==> src/verilog/mips_pkg.sv <==
`default_nettype none

package mips_pkg;

	typedef logic [31:0] word_t;
	typedef logic [4:0]  reg_addr_t;
	typedef logic [3:0]  byte_en_t;

	localparam word_t     RESET_PC = 32'h0000_0000;
	localparam reg_addr_t LINK_REG = 5'd31;
	localparam word_t     NOP_WORD = 32'h0000_0000; // sll r0,r0,0

	////////////////////////////////////////////////////////////
	// opcode field, inst[31:26]
	localparam logic [5:0] OP_SPECIAL = 6'h00;
	localparam logic [5:0] OP_J       = 6'h02;
	localparam logic [5:0] OP_JAL     = 6'h03;
	localparam logic [5:0] OP_BEQ     = 6'h04;
	localparam logic [5:0] OP_BNE     = 6'h05;
	localparam logic [5:0] OP_ADDIU   = 6'h09;
	localparam logic [5:0] OP_SLTI    = 6'h0a;
	localparam logic [5:0] OP_SLTIU   = 6'h0b;
	localparam logic [5:0] OP_ANDI    = 6'h0c;
	localparam logic [5:0] OP_ORI     = 6'h0d;
	localparam logic [5:0] OP_XORI    = 6'h0e;
	localparam logic [5:0] OP_LUI     = 6'h0f;
	localparam logic [5:0] OP_LB      = 6'h20;
	localparam logic [5:0] OP_LH      = 6'h21;
	localparam logic [5:0] OP_LW      = 6'h23;
	localparam logic [5:0] OP_LBU     = 6'h24;
	localparam logic [5:0] OP_LHU     = 6'h25;
	localparam logic [5:0] OP_SB      = 6'h28;
	localparam logic [5:0] OP_SH      = 6'h29;
	localparam logic [5:0] OP_SW      = 6'h2b;

	// funct field of OP_SPECIAL, inst[5:0]
	localparam logic [5:0] FN_SLL  = 6'h00;
	localparam logic [5:0] FN_SRL  = 6'h02;
	localparam logic [5:0] FN_SRA  = 6'h03;
	localparam logic [5:0] FN_JR   = 6'h08;
	localparam logic [5:0] FN_ADDU = 6'h21;
	localparam logic [5:0] FN_SUBU = 6'h23;
	localparam logic [5:0] FN_AND  = 6'h24;
	localparam logic [5:0] FN_OR   = 6'h25;
	localparam logic [5:0] FN_XOR  = 6'h26;
	localparam logic [5:0] FN_NOR  = 6'h27;
	localparam logic [5:0] FN_SLT  = 6'h2a;
	localparam logic [5:0] FN_SLTU = 6'h2b;

	typedef enum logic [3:0] {
		ALU_ADD, ALU_SUB, ALU_AND, ALU_OR, ALU_XOR, ALU_NOR,
		ALU_SLT, ALU_SLTU, ALU_SLL, ALU_SRL, ALU_SRA
	} alu_op_e;

	typedef enum logic [1:0] {SZ_BYTE, SZ_HALF, SZ_WORD} mem_size_e;
	typedef enum logic [1:0] {WB_ALU, WB_LOAD, WB_LINK} wb_sel_e;

	////////////////////////////////////////////////////////////
	// pipeline registers
	typedef struct packed {
		alu_op_e     alu_op;
		logic        use_imm;
		logic [15:0] imm;
		logic        sign_ext;
		logic [4:0]  shamt;
		logic        lui;
		word_t       rs_val;
		word_t       rt_val;
		word_t       link;     // pc+8
		wb_sel_e     wb_sel;
		reg_addr_t   st_reg;   // rt index, for store data forwarding
		reg_addr_t   dest;
		logic        we;
		logic        load;
		logic        store;
		mem_size_e   size;
		logic        ld_signed;
	} id_ex_t;

	typedef struct packed {
		word_t     result;     // address for loads and stores
		word_t     st_data;
		reg_addr_t st_reg;
		reg_addr_t dest;
		logic      we;
		logic      load;
		logic      store;
		mem_size_e size;
		logic      ld_signed;
	} ex_mem_t;

	typedef struct packed {
		logic      we;
		reg_addr_t dest;
		word_t     data;
	} mem_wb_t;

endpackage

`default_nettype wire

==> src/verilog/bypass_if.sv <==
`default_nettype none

// results still in flight, seen by the forwarding logic
interface bypass_if import mips_pkg::*; ();
	reg_addr_t ex_dest;
	logic      ex_we;
	logic      ex_load;
	word_t     ex_result;  // address when ex_load is set

	reg_addr_t mem_dest;
	logic      mem_we;
	word_t     mem_data;   // final writeback value

	modport ex_src (output ex_dest, ex_we, ex_load, ex_result);
	modport mem_src (output mem_dest, mem_we, mem_data);
	modport hazard (input ex_dest, ex_we, ex_load, ex_result, mem_dest, mem_we, mem_data);
endinterface

`default_nettype wire

==> src/verilog/fetch_unit.sv <==
`default_nettype none

module fetch_unit import mips_pkg::*; (
	input  wire logic  clk,
	input  wire logic  rst_n,
	input  wire logic  stall,
	input  wire logic  redirect,
	input  wire word_t redirect_pc,
	input  wire word_t inst_data,
	output word_t      inst_addr,
	output word_t      if_inst,
	output word_t      if_pc
);

	word_t pc;

	assign inst_addr = pc;

	// redirect arrives while the delay slot is being fetched
	always_ff @(posedge clk or negedge rst_n) begin
		if (!rst_n) begin
			pc      <= RESET_PC;
			if_inst <= NOP_WORD;  // bubble
			if_pc   <= RESET_PC;
		end else if (!stall) begin
			pc      <= redirect ? redirect_pc : pc + 32'd4;
			if_inst <= inst_data;
			if_pc   <= pc;
		end
	end

endmodule

`default_nettype wire

==> src/verilog/decode_stage.sv <==
`default_nettype none

module decode_stage import mips_pkg::*; (
	input  wire logic    clk,
	input  wire logic    rst_n,
	input  wire word_t   if_inst,
	input  wire word_t   if_pc,
	input  wire logic    stall,
	input  wire word_t   rs_val,
	input  wire word_t   rt_val,
	input  wire mem_wb_t mem_wb,
	output reg_addr_t    rs_addr,
	output reg_addr_t    rt_addr,
	output word_t        rs_raw,
	output word_t        rt_raw,
	output logic         redirect,
	output word_t        redirect_pc,
	output id_ex_t       id_ex
);

	logic [5:0] opcode, funct;
	reg_addr_t  rd_addr;
	word_t      regs [32];
	word_t      pc_plus4;
	logic       is_beq, is_bne, is_jump, is_jr;
	id_ex_t     id_d;

	assign opcode   = if_inst[31:26];
	assign funct    = if_inst[5:0];
	assign rs_addr  = if_inst[25:21];
	assign rt_addr  = if_inst[20:16];
	assign rd_addr  = if_inst[15:11];
	assign pc_plus4 = if_pc + 32'd4;

	////////////////////////////////////////////////////////////
	// register file, written from WB
	always_ff @(posedge clk) begin
		if (mem_wb.we && mem_wb.dest != '0)
			regs[mem_wb.dest] <= mem_wb.data;
	end

	// r0 is hard zero, WB data bypasses the array
	assign rs_raw = (rs_addr == '0) ? '0 :
		(mem_wb.we && mem_wb.dest == rs_addr) ? mem_wb.data : regs[rs_addr];
	assign rt_raw = (rt_addr == '0) ? '0 :
		(mem_wb.we && mem_wb.dest == rt_addr) ? mem_wb.data : regs[rt_addr];

	////////////////////////////////////////////////////////////
	// control decode
	always_comb begin
		id_d = '0;
		id_d.alu_op = ALU_ADD;
		id_d.imm    = if_inst[15:0];
		id_d.shamt  = if_inst[10:6];
		id_d.rs_val = rs_val;
		id_d.rt_val = rt_val;
		id_d.link   = if_pc + 32'd8;
		id_d.wb_sel = WB_ALU;
		id_d.st_reg = rt_addr;
		id_d.dest   = rt_addr;  // i-type default
		id_d.size   = SZ_WORD;
		is_beq = 1'b0;
		is_bne = 1'b0;
		is_jump = 1'b0;
		is_jr = 1'b0;
		case (opcode)
			OP_SPECIAL: begin
				id_d.dest = rd_addr;
				id_d.we   = 1'b1;
				case (funct)
					FN_ADDU: id_d.alu_op = ALU_ADD;
					FN_SUBU: id_d.alu_op = ALU_SUB;
					FN_AND:  id_d.alu_op = ALU_AND;
					FN_OR:   id_d.alu_op = ALU_OR;
					FN_XOR:  id_d.alu_op = ALU_XOR;
					FN_NOR:  id_d.alu_op = ALU_NOR;
					FN_SLT:  id_d.alu_op = ALU_SLT;
					FN_SLTU: id_d.alu_op = ALU_SLTU;
					FN_SLL:  id_d.alu_op = ALU_SLL;
					FN_SRL:  id_d.alu_op = ALU_SRL;
					FN_SRA:  id_d.alu_op = ALU_SRA;
					FN_JR: begin
						id_d.we = 1'b0;
						is_jr   = 1'b1;
					end
					default: id_d.we = 1'b0;  // unknown funct is a nop
				endcase
			end
			OP_ADDIU, OP_SLTI, OP_SLTIU, OP_ANDI, OP_ORI, OP_XORI: begin
				id_d.we       = 1'b1;
				id_d.use_imm  = 1'b1;
				id_d.sign_ext = opcode inside {OP_ADDIU, OP_SLTI, OP_SLTIU};
				case (opcode)
					OP_SLTI:  id_d.alu_op = ALU_SLT;
					OP_SLTIU: id_d.alu_op = ALU_SLTU;
					OP_ANDI:  id_d.alu_op = ALU_AND;
					OP_ORI:   id_d.alu_op = ALU_OR;
					OP_XORI:  id_d.alu_op = ALU_XOR;
					default:  id_d.alu_op = ALU_ADD;
				endcase
			end
			OP_LUI: begin
				id_d.we  = 1'b1;
				id_d.lui = 1'b1;
			end
			OP_LB, OP_LBU, OP_LH, OP_LHU, OP_LW: begin
				id_d.we        = 1'b1;
				id_d.use_imm   = 1'b1;
				id_d.sign_ext  = 1'b1;
				id_d.load      = 1'b1;
				id_d.wb_sel    = WB_LOAD;
				id_d.ld_signed = opcode inside {OP_LB, OP_LH};
				id_d.size = (opcode inside {OP_LB, OP_LBU}) ? SZ_BYTE :
					(opcode inside {OP_LH, OP_LHU}) ? SZ_HALF : SZ_WORD;
			end
			OP_SB, OP_SH, OP_SW: begin
				id_d.use_imm  = 1'b1;
				id_d.sign_ext = 1'b1;
				id_d.store    = 1'b1;
				id_d.size = (opcode == OP_SB) ? SZ_BYTE :
					(opcode == OP_SH) ? SZ_HALF : SZ_WORD;
			end
			OP_BEQ: is_beq = 1'b1;
			OP_BNE: is_bne = 1'b1;
			OP_J:   is_jump = 1'b1;
			OP_JAL: begin
				is_jump     = 1'b1;
				id_d.we     = 1'b1;
				id_d.dest   = LINK_REG;
				id_d.wb_sel = WB_LINK;
			end
			default: ;  // undefined opcodes fall through as nops
		endcase
		if (stall) begin  // bubble into EX
			id_d.we    = 1'b0;
			id_d.load  = 1'b0;
			id_d.store = 1'b0;
		end
	end

	// branches compare forwarded operands
	always_comb begin
		redirect = is_jump | is_jr | (is_beq & (rs_val == rt_val)) |
			(is_bne & (rs_val != rt_val));
		if (is_jr)
			redirect_pc = rs_val;
		else if (is_jump)
			redirect_pc = {pc_plus4[31:28], if_inst[25:0], 2'b00};
		else
			redirect_pc = pc_plus4 + {{14{if_inst[15]}}, if_inst[15:0], 2'b00};
	end

	always_ff @(posedge clk or negedge rst_n) begin
		if (!rst_n) begin
			id_ex.we    <= 1'b0;
			id_ex.load  <= 1'b0;
			id_ex.store <= 1'b0;
		end else begin
			id_ex <= id_d;
		end
	end

endmodule

`default_nettype wire

==> src/verilog/hazard_unit.sv <==
`default_nettype none

module hazard_unit import mips_pkg::*; (
	input  wire reg_addr_t rs_addr,
	input  wire reg_addr_t rt_addr,
	input  wire word_t     rs_raw,
	input  wire word_t     rt_raw,
	bypass_if.hazard       byp,
	output word_t          rs_val,
	output word_t          rt_val,
	output logic           stall
);

	// youngest result wins
	function automatic word_t forward(input reg_addr_t addr, input word_t raw);
		if (byp.ex_we && byp.ex_dest != '0 && byp.ex_dest == addr)
			return byp.ex_result;
		if (byp.mem_we && byp.mem_dest != '0 && byp.mem_dest == addr)
			return byp.mem_data;
		return raw;
	endfunction

	always_comb begin
		rs_val = forward(rs_addr, rs_raw);
		rt_val = forward(rt_addr, rt_raw);
	end

	// load data only exists once the load reaches MEM
	assign stall = byp.ex_load && byp.ex_we && byp.ex_dest != '0 &&
		(byp.ex_dest == rs_addr || byp.ex_dest == rt_addr);

endmodule

`default_nettype wire

==> src/verilog/execute_stage.sv <==
`default_nettype none

module execute_stage import mips_pkg::*; (
	input  wire logic   clk,
	input  wire logic   rst_n,
	input  wire id_ex_t id_ex,
	bypass_if.ex_src    byp,
	output ex_mem_t     ex_mem
);

	word_t op_a, op_b, alu_res, result;

	assign op_a = id_ex.rs_val;
	assign op_b = !id_ex.use_imm ? id_ex.rt_val :
		id_ex.sign_ext ? {{16{id_ex.imm[15]}}, id_ex.imm} : {16'h0, id_ex.imm};

	always_comb begin
		case (id_ex.alu_op)
			ALU_ADD:  alu_res = op_a + op_b;
			ALU_SUB:  alu_res = op_a - op_b;
			ALU_AND:  alu_res = op_a & op_b;
			ALU_OR:   alu_res = op_a | op_b;
			ALU_XOR:  alu_res = op_a ^ op_b;
			ALU_NOR:  alu_res = ~(op_a | op_b);
			ALU_SLT:  alu_res = {31'h0, $signed(op_a) < $signed(op_b)};
			ALU_SLTU: alu_res = {31'h0, op_a < op_b};
			ALU_SLL:  alu_res = op_b << id_ex.shamt;  // shifts act on rt
			ALU_SRL:  alu_res = op_b >> id_ex.shamt;
			ALU_SRA:  alu_res = word_t'($signed(op_b) >>> id_ex.shamt);
			default:  alu_res = '0;
		endcase
	end

	assign result = (id_ex.wb_sel == WB_LINK) ? id_ex.link :
		id_ex.lui ? {id_ex.imm, 16'h0} : alu_res;

	assign byp.ex_dest   = id_ex.dest;
	assign byp.ex_we     = id_ex.we;
	assign byp.ex_load   = id_ex.load;
	assign byp.ex_result = result;

	always_ff @(posedge clk or negedge rst_n) begin
		if (!rst_n) begin
			ex_mem.we    <= 1'b0;
			ex_mem.load  <= 1'b0;
			ex_mem.store <= 1'b0;
		end else begin
			ex_mem.result    <= result;
			ex_mem.st_data   <= id_ex.rt_val;
			ex_mem.st_reg    <= id_ex.st_reg;
			ex_mem.dest      <= id_ex.dest;
			ex_mem.we        <= id_ex.we;
			ex_mem.load      <= id_ex.load;
			ex_mem.store     <= id_ex.store;
			ex_mem.size      <= id_ex.size;
			ex_mem.ld_signed <= id_ex.ld_signed;
		end
	end

endmodule

`default_nettype wire

==> src/verilog/mem_stage.sv <==
`default_nettype none

module mem_stage import mips_pkg::*; (
	input  wire logic    clk,
	input  wire logic    rst_n,
	input  wire ex_mem_t ex_mem,
	input  wire word_t   mem_rdata,
	bypass_if.mem_src    byp,
	output word_t        mem_addr,
	output word_t        mem_wdata,
	output byte_en_t     mem_we,
	output logic         mem_rd,
	output mem_wb_t      mem_wb
);

	logic [1:0] off;
	word_t      st_data, rd_shift, ld_val, wb_data;
	logic [15:0] ld_half;

	assign off      = ex_mem.result[1:0];
	assign mem_addr = {ex_mem.result[31:2], 2'b00};
	assign mem_rd   = ex_mem.load;

	// rt may still be sitting in WB
	assign st_data = (mem_wb.we && mem_wb.dest != '0 && mem_wb.dest == ex_mem.st_reg) ?
		mem_wb.data : ex_mem.st_data;

	////////////////////////////////////////////////////////////
	// store lanes
	always_comb begin
		mem_wdata = st_data;
		mem_we    = '0;
		case (ex_mem.size)
			SZ_BYTE: begin
				mem_wdata = {24'h0, st_data[7:0]} << {off, 3'b000};
				mem_we    = byte_en_t'(4'b0001 << off);
			end
			SZ_HALF: begin
				mem_wdata = {16'h0, st_data[15:0]} << {off, 3'b000};
				mem_we    = (off == 2'd0) ? 4'b0011 : (off == 2'd2) ? 4'b1100 : 4'b0000;
			end
			default: mem_we = (off == 2'd0) ? 4'b1111 : 4'b0000;
		endcase
		if (!ex_mem.store)
			mem_we = '0;
	end

	////////////////////////////////////////////////////////////
	// load extract and extend
	assign rd_shift = mem_rdata >> {off, 3'b000};
	assign ld_half  = off[1] ? mem_rdata[31:16] : mem_rdata[15:0];

	always_comb begin
		case (ex_mem.size)
			SZ_BYTE: ld_val = {{24{ex_mem.ld_signed & rd_shift[7]}}, rd_shift[7:0]};
			SZ_HALF: ld_val = {{16{ex_mem.ld_signed & ld_half[15]}}, ld_half};
			default: ld_val = mem_rdata;
		endcase
	end

	assign wb_data = ex_mem.load ? ld_val : ex_mem.result;

	assign byp.mem_dest = ex_mem.dest;
	assign byp.mem_we   = ex_mem.we;
	assign byp.mem_data = wb_data;

	always_ff @(posedge clk or negedge rst_n) begin
		if (!rst_n) begin
			mem_wb.we <= 1'b0;
		end else begin
			mem_wb.we   <= ex_mem.we;
			mem_wb.dest <= ex_mem.dest;
			mem_wb.data <= wb_data;
		end
	end

endmodule

`default_nettype wire

==> src/verilog/mips_core.sv <==
`default_nettype none

module mips_core import mips_pkg::*; (
	input  wire logic  clk,
	input  wire logic  rst_n,
	input  wire word_t inst_data,
	input  wire word_t mem_rdata,
	output word_t      inst_addr,
	output word_t      mem_addr,
	output word_t      mem_wdata,
	output byte_en_t   mem_we,
	output logic       mem_rd
);

	logic      stall;
	logic      redirect;
	word_t     redirect_pc;
	word_t     if_inst, if_pc;
	reg_addr_t rs_addr, rt_addr;
	word_t     rs_raw, rt_raw;   // register file, write-through only
	word_t     rs_val, rt_val;   // after forwarding
	id_ex_t    id_ex;
	ex_mem_t   ex_mem;
	mem_wb_t   mem_wb;

	bypass_if byp ();

	fetch_unit u_fetch (
		.clk, .rst_n, .stall, .redirect, .redirect_pc, .inst_data,
		.inst_addr, .if_inst, .if_pc
	);

	decode_stage u_decode (
		.clk, .rst_n, .if_inst, .if_pc, .stall, .rs_val, .rt_val, .mem_wb,
		.rs_addr, .rt_addr, .rs_raw, .rt_raw, .redirect, .redirect_pc, .id_ex
	);

	hazard_unit u_hazard (
		.rs_addr, .rt_addr, .rs_raw, .rt_raw,
		.byp     (byp.hazard),
		.rs_val, .rt_val, .stall
	);

	execute_stage u_execute (
		.clk, .rst_n, .id_ex,
		.byp     (byp.ex_src),
		.ex_mem
	);

	mem_stage u_mem (
		.clk, .rst_n, .ex_mem, .mem_rdata,
		.byp     (byp.mem_src),
		.mem_addr, .mem_wdata, .mem_we, .mem_rd, .mem_wb
	);

endmodule

`default_nettype wire

==> config.mk <==
export PLATFORM = sky130hd
export DESIGN_NAME = mips_core
export DESIGN_NICKNAME = d
export VERILOG_FILES = /design/src/verilog/mips_pkg.sv /design/src/verilog/bypass_if.sv /design/src/verilog/fetch_unit.sv /design/src/verilog/decode_stage.sv /design/src/verilog/hazard_unit.sv /design/src/verilog/execute_stage.sv /design/src/verilog/mem_stage.sv /design/src/verilog/mips_core.sv
export SDC_FILE = /design/constraint.sdc
export NUM_CORES = 2
export LEC_CHECK = 0
export ABC_AREA = 0
export BUFFER_PORTS_ARGS = -buffer_cell sky130_fd_sc_hd__buf_2
export CORE_AREA = 2 2 492 494
export CTS_CLUSTER_DIAMETER = 30
export DETAILED_ROUTE_END_ITERATION = 12
export DIE_AREA = 0 0 494 496
export GPL_ROUTABILITY_DRIVEN = 0
export PLACE_DENSITY = 0.47
export SLEW_MARGIN = 40
export SYNTH_ARGS = -nofsm -noshare
export SYNTH_HDL_FRONTEND = slang
export SYNTH_SLANG_ARGS = --single-unit
==> constraint.sdc <==
create_clock -name clk -period 14.1 [get_ports clk]
set_clock_uncertainty 0.05 [all_clocks]
set_input_delay 1.41 -clock clk [delete_from_list [all_inputs] [get_ports clk]]
set_output_delay 1.41 -clock clk [all_outputs]
set_load 0.05 [all_outputs]
# --- After elaboration in Yosys (flattened, before gate mapping) ---
# Memories as Yosys holds them, arrays and structs flattened.
# Index checks and enable logic that the tools add are counted.
classes:
  n_eq_ne: 52
  addsub: 6
  n_reduce_logical: 36
  magnitude_cmp: 2
  muxes: 61
  n_bitwise: 11
  n_shift: 7
ops:
  columns: ["cell", "n"]
  rows:
  - ["$mux W32", 21]
  - ["$pmux W32 S11", 1]
  - ["$pmux W32 S2", 2]
  - ["$eq A6 B6 Y1 const B", 16]
  - ["$add A32 B3 Y32 const B", 2]
  - ["$add A32 B32 Y32", 2]
  - ["$lt A32 B32 Y1", 2]
  - ["$eq A6 B4 Y1 const B", 8]
  - ["$pmux W4 S10", 1]
  - ["$eq A5 B5 Y1", 7]
  - ["$add A32 B4 Y32 const B", 1]
  - ["$and A32 B32 Y32", 1]
  - ["$eq A32 B32 Y1", 1]
  - ["$ne A32 B32 Y1", 1]
  - ["$not A32 Y32", 1]
  - ["$or A32 B32 Y32", 1]
  - ["$shl A16 B5 Y32", 1]
  - ["$shl A32 B5 Y32", 1]
  - ["$shl A8 B5 Y32", 1]
  - ["$shr A32 B5 Y32", 1]
  - ["$shr A32 B5 Y8", 1]
  - ["$sshr A32 B5 Y32", 1]
  - ["$sub A32 B32 Y32", 1]
  - ["$xor A32 B32 Y32", 1]
  - ["other kinds (38)", 99]
totals:
  in_bits: 66
  ramBits: 1024
  ff_bits: 356
  n_memories: 1
  word_cells: 208
  output_inout_bits: 101
memory_table:
  columns: ["memory", "words", "width", "rd", "rd_ports_with_merged_regs", "wr", "line_no", "rtl"]
  rows:
  - ["u_decode.regs", 32, 32, 2, 0, 1, "decode_stage.sv:23", "word_t regs [32];"]

# --- Depth between registers and ports, before layout ---
depth:
  word_depth: 16
  ltp_mapped: 33
  depth_no_buf: 25

# --- Modules after synthesis ---
# A second synthesis with hierarchy kept.
hier_totals:
  cells_unflattened: 5852
  area_unflattened_um2: 78305.1
modules_own_cells:
  columns: ["mod", "cells_each", "area_each_um2", "seq_area_each_um2", "n_inst"]
  rows:
  - ["decode_stage", 3110, 55866.1, 34848.4, 1]
  - ["execute_stage", 1709, 13095.1, 2387.3, 1]
  - ["fetch_unit", 380, 4365.4, 2402.3, 1]
  - ["mem_stage", 366, 3350.7, 1136.1, 1]
  - ["hazard_unit", 287, 1627.8, 0.0, 1]

# --- Least setup slack after synthesis ---
# No wires, ideal clock.
synth_timing:
  kind: "reg-to-reg"
  start: "register, netlist name u_decode.id_ex[137]"
  end: "register u_fetch.pc[6], in the netlist u_fetch.inst_addr[6]"
  n_path_buf: 10
  slack_ps: 7076
  stages_incl_launch_ff: 33
  setup_ps: 134
  period_less_slack_ps: 7024
  t_arrival_ps: 6840
  cell_sequence: "edfxtp_1 buf_2 buf_2 buf_2 buf_2 buf_1 buf_1 clkbuf_1 o21ai_0 inv_1 ha_1 clkbuf_1 inv_1 a21o_1 a21oi_1 o21ai_0 mux2i_1 o21ai_0 or4_1 o31a_1 o21a_1 xnor2_1 nor4_1 and4b_1 nand4_1 a2111oi_2 o211ai_1 xnor2_2 a41oi_4 buf_6 buf_4 mux2i_1 o22ai_1"
synth_via:
  elab_chain_cells: 15
  word_cells_on_any_way: 31
  cone_classes: "add/sub (2); order compare (2); eq/ne (2); shift (3); mux (14); bitwise (8)"
synth_lines:
  columns: ["element", "line_no", "rtl"]
  rows:
  - ["$mux W32 *", "execute_stage.sv:14", "assign op_b = !id_ex.use_imm ? id_ex.rt_val :"]
  - ["branches (longest 2 deep; another with $sub A32 B32 Y32)", null, null]
  - ["$pmux W32 S11 *", "execute_stage.sv:18", "case (id_ex.alu_op)"]
  - ["$mux W32 *", "execute_stage.sv:35", "id_ex.lui ? {id_ex.imm, 16'h0} : alu_res;"]
  - ["$mux W32 *", "execute_stage.sv:34", "assign result = (id_ex.wb_sel == WB_LINK) ? id_ex.link :"]
  - ["net byp.ex_result[22]", "bypass_if.sv:8", "word_t ex_result;"]
  - ["$mux W32 *", "hazard_unit.sv:16", "if (byp.ex_we && byp.ex_dest != '0 && byp.ex_dest == addr)"]
  - ["$mux W32", "hazard_unit.sv:18", "if (byp.mem_we && byp.mem_dest != '0 && byp.mem_dest == addr)"]
  - ["$mux W32", "hazard_unit.sv:20", "return raw;"]
  - ["$mux W32 *", "hazard_unit.sv:18", null]
  - ["net rt_val[22]", "mips_core.sv:21", "word_t rs_val, rt_val;"]
  - ["$eq A32 B32 Y1", "decode_stage.sv:143", "redirect = is_jump | is_jr | (is_beq & (rs_val == rt_val)) |"]
  - ["$and A1 B1 Y1", "decode_stage.sv:143", null]
  - ["$or A1 B1 Y1", "decode_stage.sv:143", null]
  - ["$or A1 B1 Y1 *", "decode_stage.sv:143", null]
  - ["$mux W32 *", "fetch_unit.sv:26", "pc <= redirect ? redirect_pc : pc + 32'd4;"]
  - ["end signal, assigned", "fetch_unit.sv:26", null]
  - ["end, declared", "fetch_unit.sv:15", "word_t pc;"]
# Mark *: on every way through the listed nets, which the timed path passes. The select of a mux whose other input is x is not followed.
# A chain may end at the register's enable or synchronous reset.

# --- Worst setup path in the final report ---
layout_timing:
  start: "register, netlist name u_decode.id_ex[137]"
  end: "register u_fetch.pc[14], in the netlist u_fetch.inst_addr[14]"
layout_via:
  elab_chain_cells: 15
  word_cells_on_any_way: 31
  cone_classes: "add/sub (2); order compare (2); eq/ne (2); shift (3); mux (14); bitwise (8)"
layout_lines:
  columns: ["element", "line_no"]
  rows:
  - ["$mux W32 *", "execute_stage.sv:14"]
  - ["branches (longest 2 deep; another with $sub A32 B32 Y32)", null]
  - ["$pmux W32 S11 *", "execute_stage.sv:18"]
  - ["$mux W32 *", "execute_stage.sv:35"]
  - ["$mux W32 *", "execute_stage.sv:34"]
  - ["net byp.ex_result[28]", "bypass_if.sv:8"]
  - ["$mux W32", "hazard_unit.sv:16"]
  - ["$mux W32", "hazard_unit.sv:18"]
  - ["$mux W32", "hazard_unit.sv:20"]
  - ["$mux W32", "hazard_unit.sv:18"]
  - ["$eq A32 B32 Y1", "decode_stage.sv:143"]
  - ["$and A1 B1 Y1", "decode_stage.sv:143"]
  - ["$or A1 B1 Y1", "decode_stage.sv:143"]
  - ["$or A1 B1 Y1 *", "decode_stage.sv:143"]
  - ["$mux W32 *", "fetch_unit.sv:26"]
# Marked as above.

==> summary.md <==
| Metric | Value |
|---|---|
| Final period util | 0.663 |
| Clock Path Buffers | 4 |
| F_max | roughly 110 MHz |
| Post-synth EDFFs | roughly 1,300 |
| Mean Syn Cell Area | about 12 um^2 |
| Worst-margin pin slew | approximately 1000 ps |
| Synthesized area | 0.0810 mm^2 |
| Hold Path Sink | u_execute.ex_mem[15] |
| Seq cells post-synth | ~1,400 |
| Initial core utilization | 0.338 |
| Pwr Density | ~160 mW/mm^2 |
| CTS sink cnt | ~1,400 |
| Final Core Density | 0.406 |
| GRT Overall Usage | 0.296 |
| Worst Path Class, Setup | flop to flop |
| TritonCTS buffer count | ~340 |
| FF-to-FF End | u_fetch.inst_addr[14] |
| Core ar. | around 0.24 mm^2 |
| Max-cap violations | 0 |
| Tmin final | roughly 9400 ps |
| WP data arrival | 10,090 ps |
| H-Tree Level Count | 5 |
| Peak supply drop | between 0.1 and 0.15 mV |
| Gate Count Post-Synth | roughly 6,600 |
| Hold_sp | u_decode.id_ex[15] |
| Placed Instance Area | roughly 0.086 mm^2 |
| Pre-Repair DR Iteration Count | 7 |
| FFs w/ async S/R, synth | 0.0749 |
| Hold Violations, Final | 0 |
| Slew headroom | 0.319 |
| DIE AREA | 0.245 mm^2 |
| Root Driver | clkbuf_16 |
| Max FO, Critical Path | between 60 and 70 |
| Total Wirelength | approximately 370 mm |
| Post-route ant nets | 0 |
| Top cell type's share of synthesized area | 0.472 |
| WP data required | about 15,000 ps |
| Vias in the first global route | between 60,000 and 70,000 |
| Worst hold slack | between 300 and 400 ps |
| Vias per Instance | around 6.3 |
| Synth unique cells | approximately 110 |
| Post-synth top area cell | edfxtp_1 |
| Setup repair bufs after CTS | 0 |
| DRC Markers | 0 |
| Setup tns final | 0 ps |
| Port bufs | 164 |
| Startpoint Class | flop |
| RSZ-0062 raised after global routing | false |
| Per-cell routed wire length | 36.1 um |
| Register-to-Register Path Depth | 26 |
| Status | finished, final reports clean |
| DIE HEIGHT | between 400 and 500 um |
| Worst reg2reg path startpoint | u_decode.id_ex[137] |
| Register clock-pin slew on the reported worst setup and hold paths | ~50 ps |
| DP HPWL | roughly 250 mm |
| Final net count | 7,061 |
| Top Ports | ~170 |
| Largest cells by area after synthesis | edfxtp_1, mux4_2, mux2i_1 |
| Area growth from synthesis to layout | 20.1% |
| First-pass GRT wire length | between 500 and 600 mm |
| Resized Gates After CTS | 0 |
| Row count | 180 |
| Synth Flop Type | edfxtp_1 |
| CTS tree | yes |
| # hold bufs at CTS | 0 |
| P_leak | around 0.035 uW |
| Hold Path Stages | 0 |
| Pin count of the biggest net entering global routing | about 120 |
| Fin area | a little under 0.1 mm^2 |
| Syn. warnings | 0 |
| Setup slack, reg-to-reg | 4750 ps |
| Post-synthesis sequential area ratio | 0.504 |
| Share of layout cells above drive strength 1 | 0.209 |
| Initial antenna violation count | 24 |
| Vias | between 60,000 and 70,000 |
| CP Capture Type | flop |
| Worst Hold Class | flop to flop |
| Setup violators final | 0 |
| Slew Viols, Final | 0 |
| Worst skew pair latency | slightly below 1000 ps |
| Initial drt markers | between 9,000 and 10,000 |
| Total gr overflow | 0 |
| Power, Total | 15,900 uW |
| Die X | approximately 490 um |
==> layer usage <==
layer  vias to the layer above  part of all wire  routed length (um)  track usage
met5                         -           0.00028                 105            0
met4                        20             0.075               27900        0.196
met3                      1064             0.093               34600       0.0685
met2                      3991              0.45              168000        0.457
met1                     33351              0.38              142000        0.370
li1                      26769                 -                   -            -
==> cell usage after synthesis, types with 103 or more instances <==
master and n:
clkbuf_1 273, a221oi_1 225, ha_1 136, inv_1 195
mux2i_1 545, nand2_1 505, edfxtp_1 1272, nor2_1 456
mux4_2 388, a22oi_1 114, o21ai_0 290, nand3_1 157
dfrtp_1 103, a21oi_1 334
==> how the worst max path moves through the flow <==
stage                                    from                    end  slack, ps  cells past startpoint
after floorplan           u_decode.id_ex[137]   u_fetch.inst_addr[6]       7080                     32
after global placement    u_decode.id_ex[137]   u_fetch.inst_addr[0]       5120                     25
after detailed placement  u_decode.id_ex[137]   u_fetch.inst_addr[1]       5050                     25
after CTS                 u_decode.id_ex[137]   u_fetch.inst_addr[0]       4950                     25
after global routing      u_decode.id_ex[137]  u_fetch.inst_addr[14]       4740                     26
final                     u_decode.id_ex[137]  u_fetch.inst_addr[14]       4750                     26
==> power breakdown <==
part,internal [uW],switching [uW]
sequential,4750,366
combinational,974,2140
clock,5210,2410
total,10900,4910
==> state kept, by name, indices dropped and copies added, names as in the netlist <==
register and count:
u_mem.mem_wb 38, u_decode.regs 1024, u_fetch.if_pc 32, u_execute.ex_mem 80
u_fetch.if_inst 32, u_decode.id_ex 137, u_fetch.inst_addr 32
==> logic make-up (layout without fill, tap and decap cells) <==
group	after synthesis	count (layout)	synth area share
AO/OA/AOI/OAI	1690	1690	0.145
AND/OR/NAND/NOR	1535	1535	0.0872
flip-flops	1375	1375	0.504
multiplexers	978	978	0.182
buffers and inverters	750	1205	0.0435
XOR/XNOR	156	156	0.0170
adder cells (fa/ha/maj)	139	139	0.0218
other	1	46	0.0000463
==> through the flow <==
step                      instances  setup WS, ps
after detailed placement       9693          5050
after floorplan                6657          7080
after global placement         9648          5120
final                         10309          4750
after CTS                     10292          4950
after global routing          10300          4740
==> cell usage in the layout, fill, tap and decap left out, drive strengths merged, types with 210 or more instances in the layout <==
cell and instances:
clkbuf 401, a21oi 336, mux2i 547, inv 210, edfxtp 1272, buf 405, nor2 456, a221oi 228
mux4 388, o21ai 312, nand2 505
==> cell type report <==
type / count / area (um^2)
inverters: 200 / 753
well taps: 3185 / 3990
diodes: 12 / 30.0
clock buffers: 400 / 8850
clock inverters: 199 / 2260
multi-input cells: 4532 / 37300
fillers: 22597 / 142000
flip-flops and latches: 1375 / 40800
repair buffers: 406 / 3250
==> worst max-delay path, stage by stage (launching register included) <==
cell       delay [ps]
edfxtp_1          340
buf_4             660
nand3_1           650
o21ai_0           450
inv_1             130
ha_1              590
inv_1             200
o31ai_1           520
nor2_1            140
o2111a_1          230
o31ai_1           550
a2111oi_2         160
a31oi_1           600
mux2i_1           440
xor2_1            260
o2111ai_1         130
nor4_1            300
and4b_1           270
nand4_1           120
a2111oi_2         340
o211ai_1          340
xnor2_2           240
a41oi_4           230
buf_4             300
buf_12            280
mux2_2            370
o22a_1            200
Power figures use the tool's default switching activity.
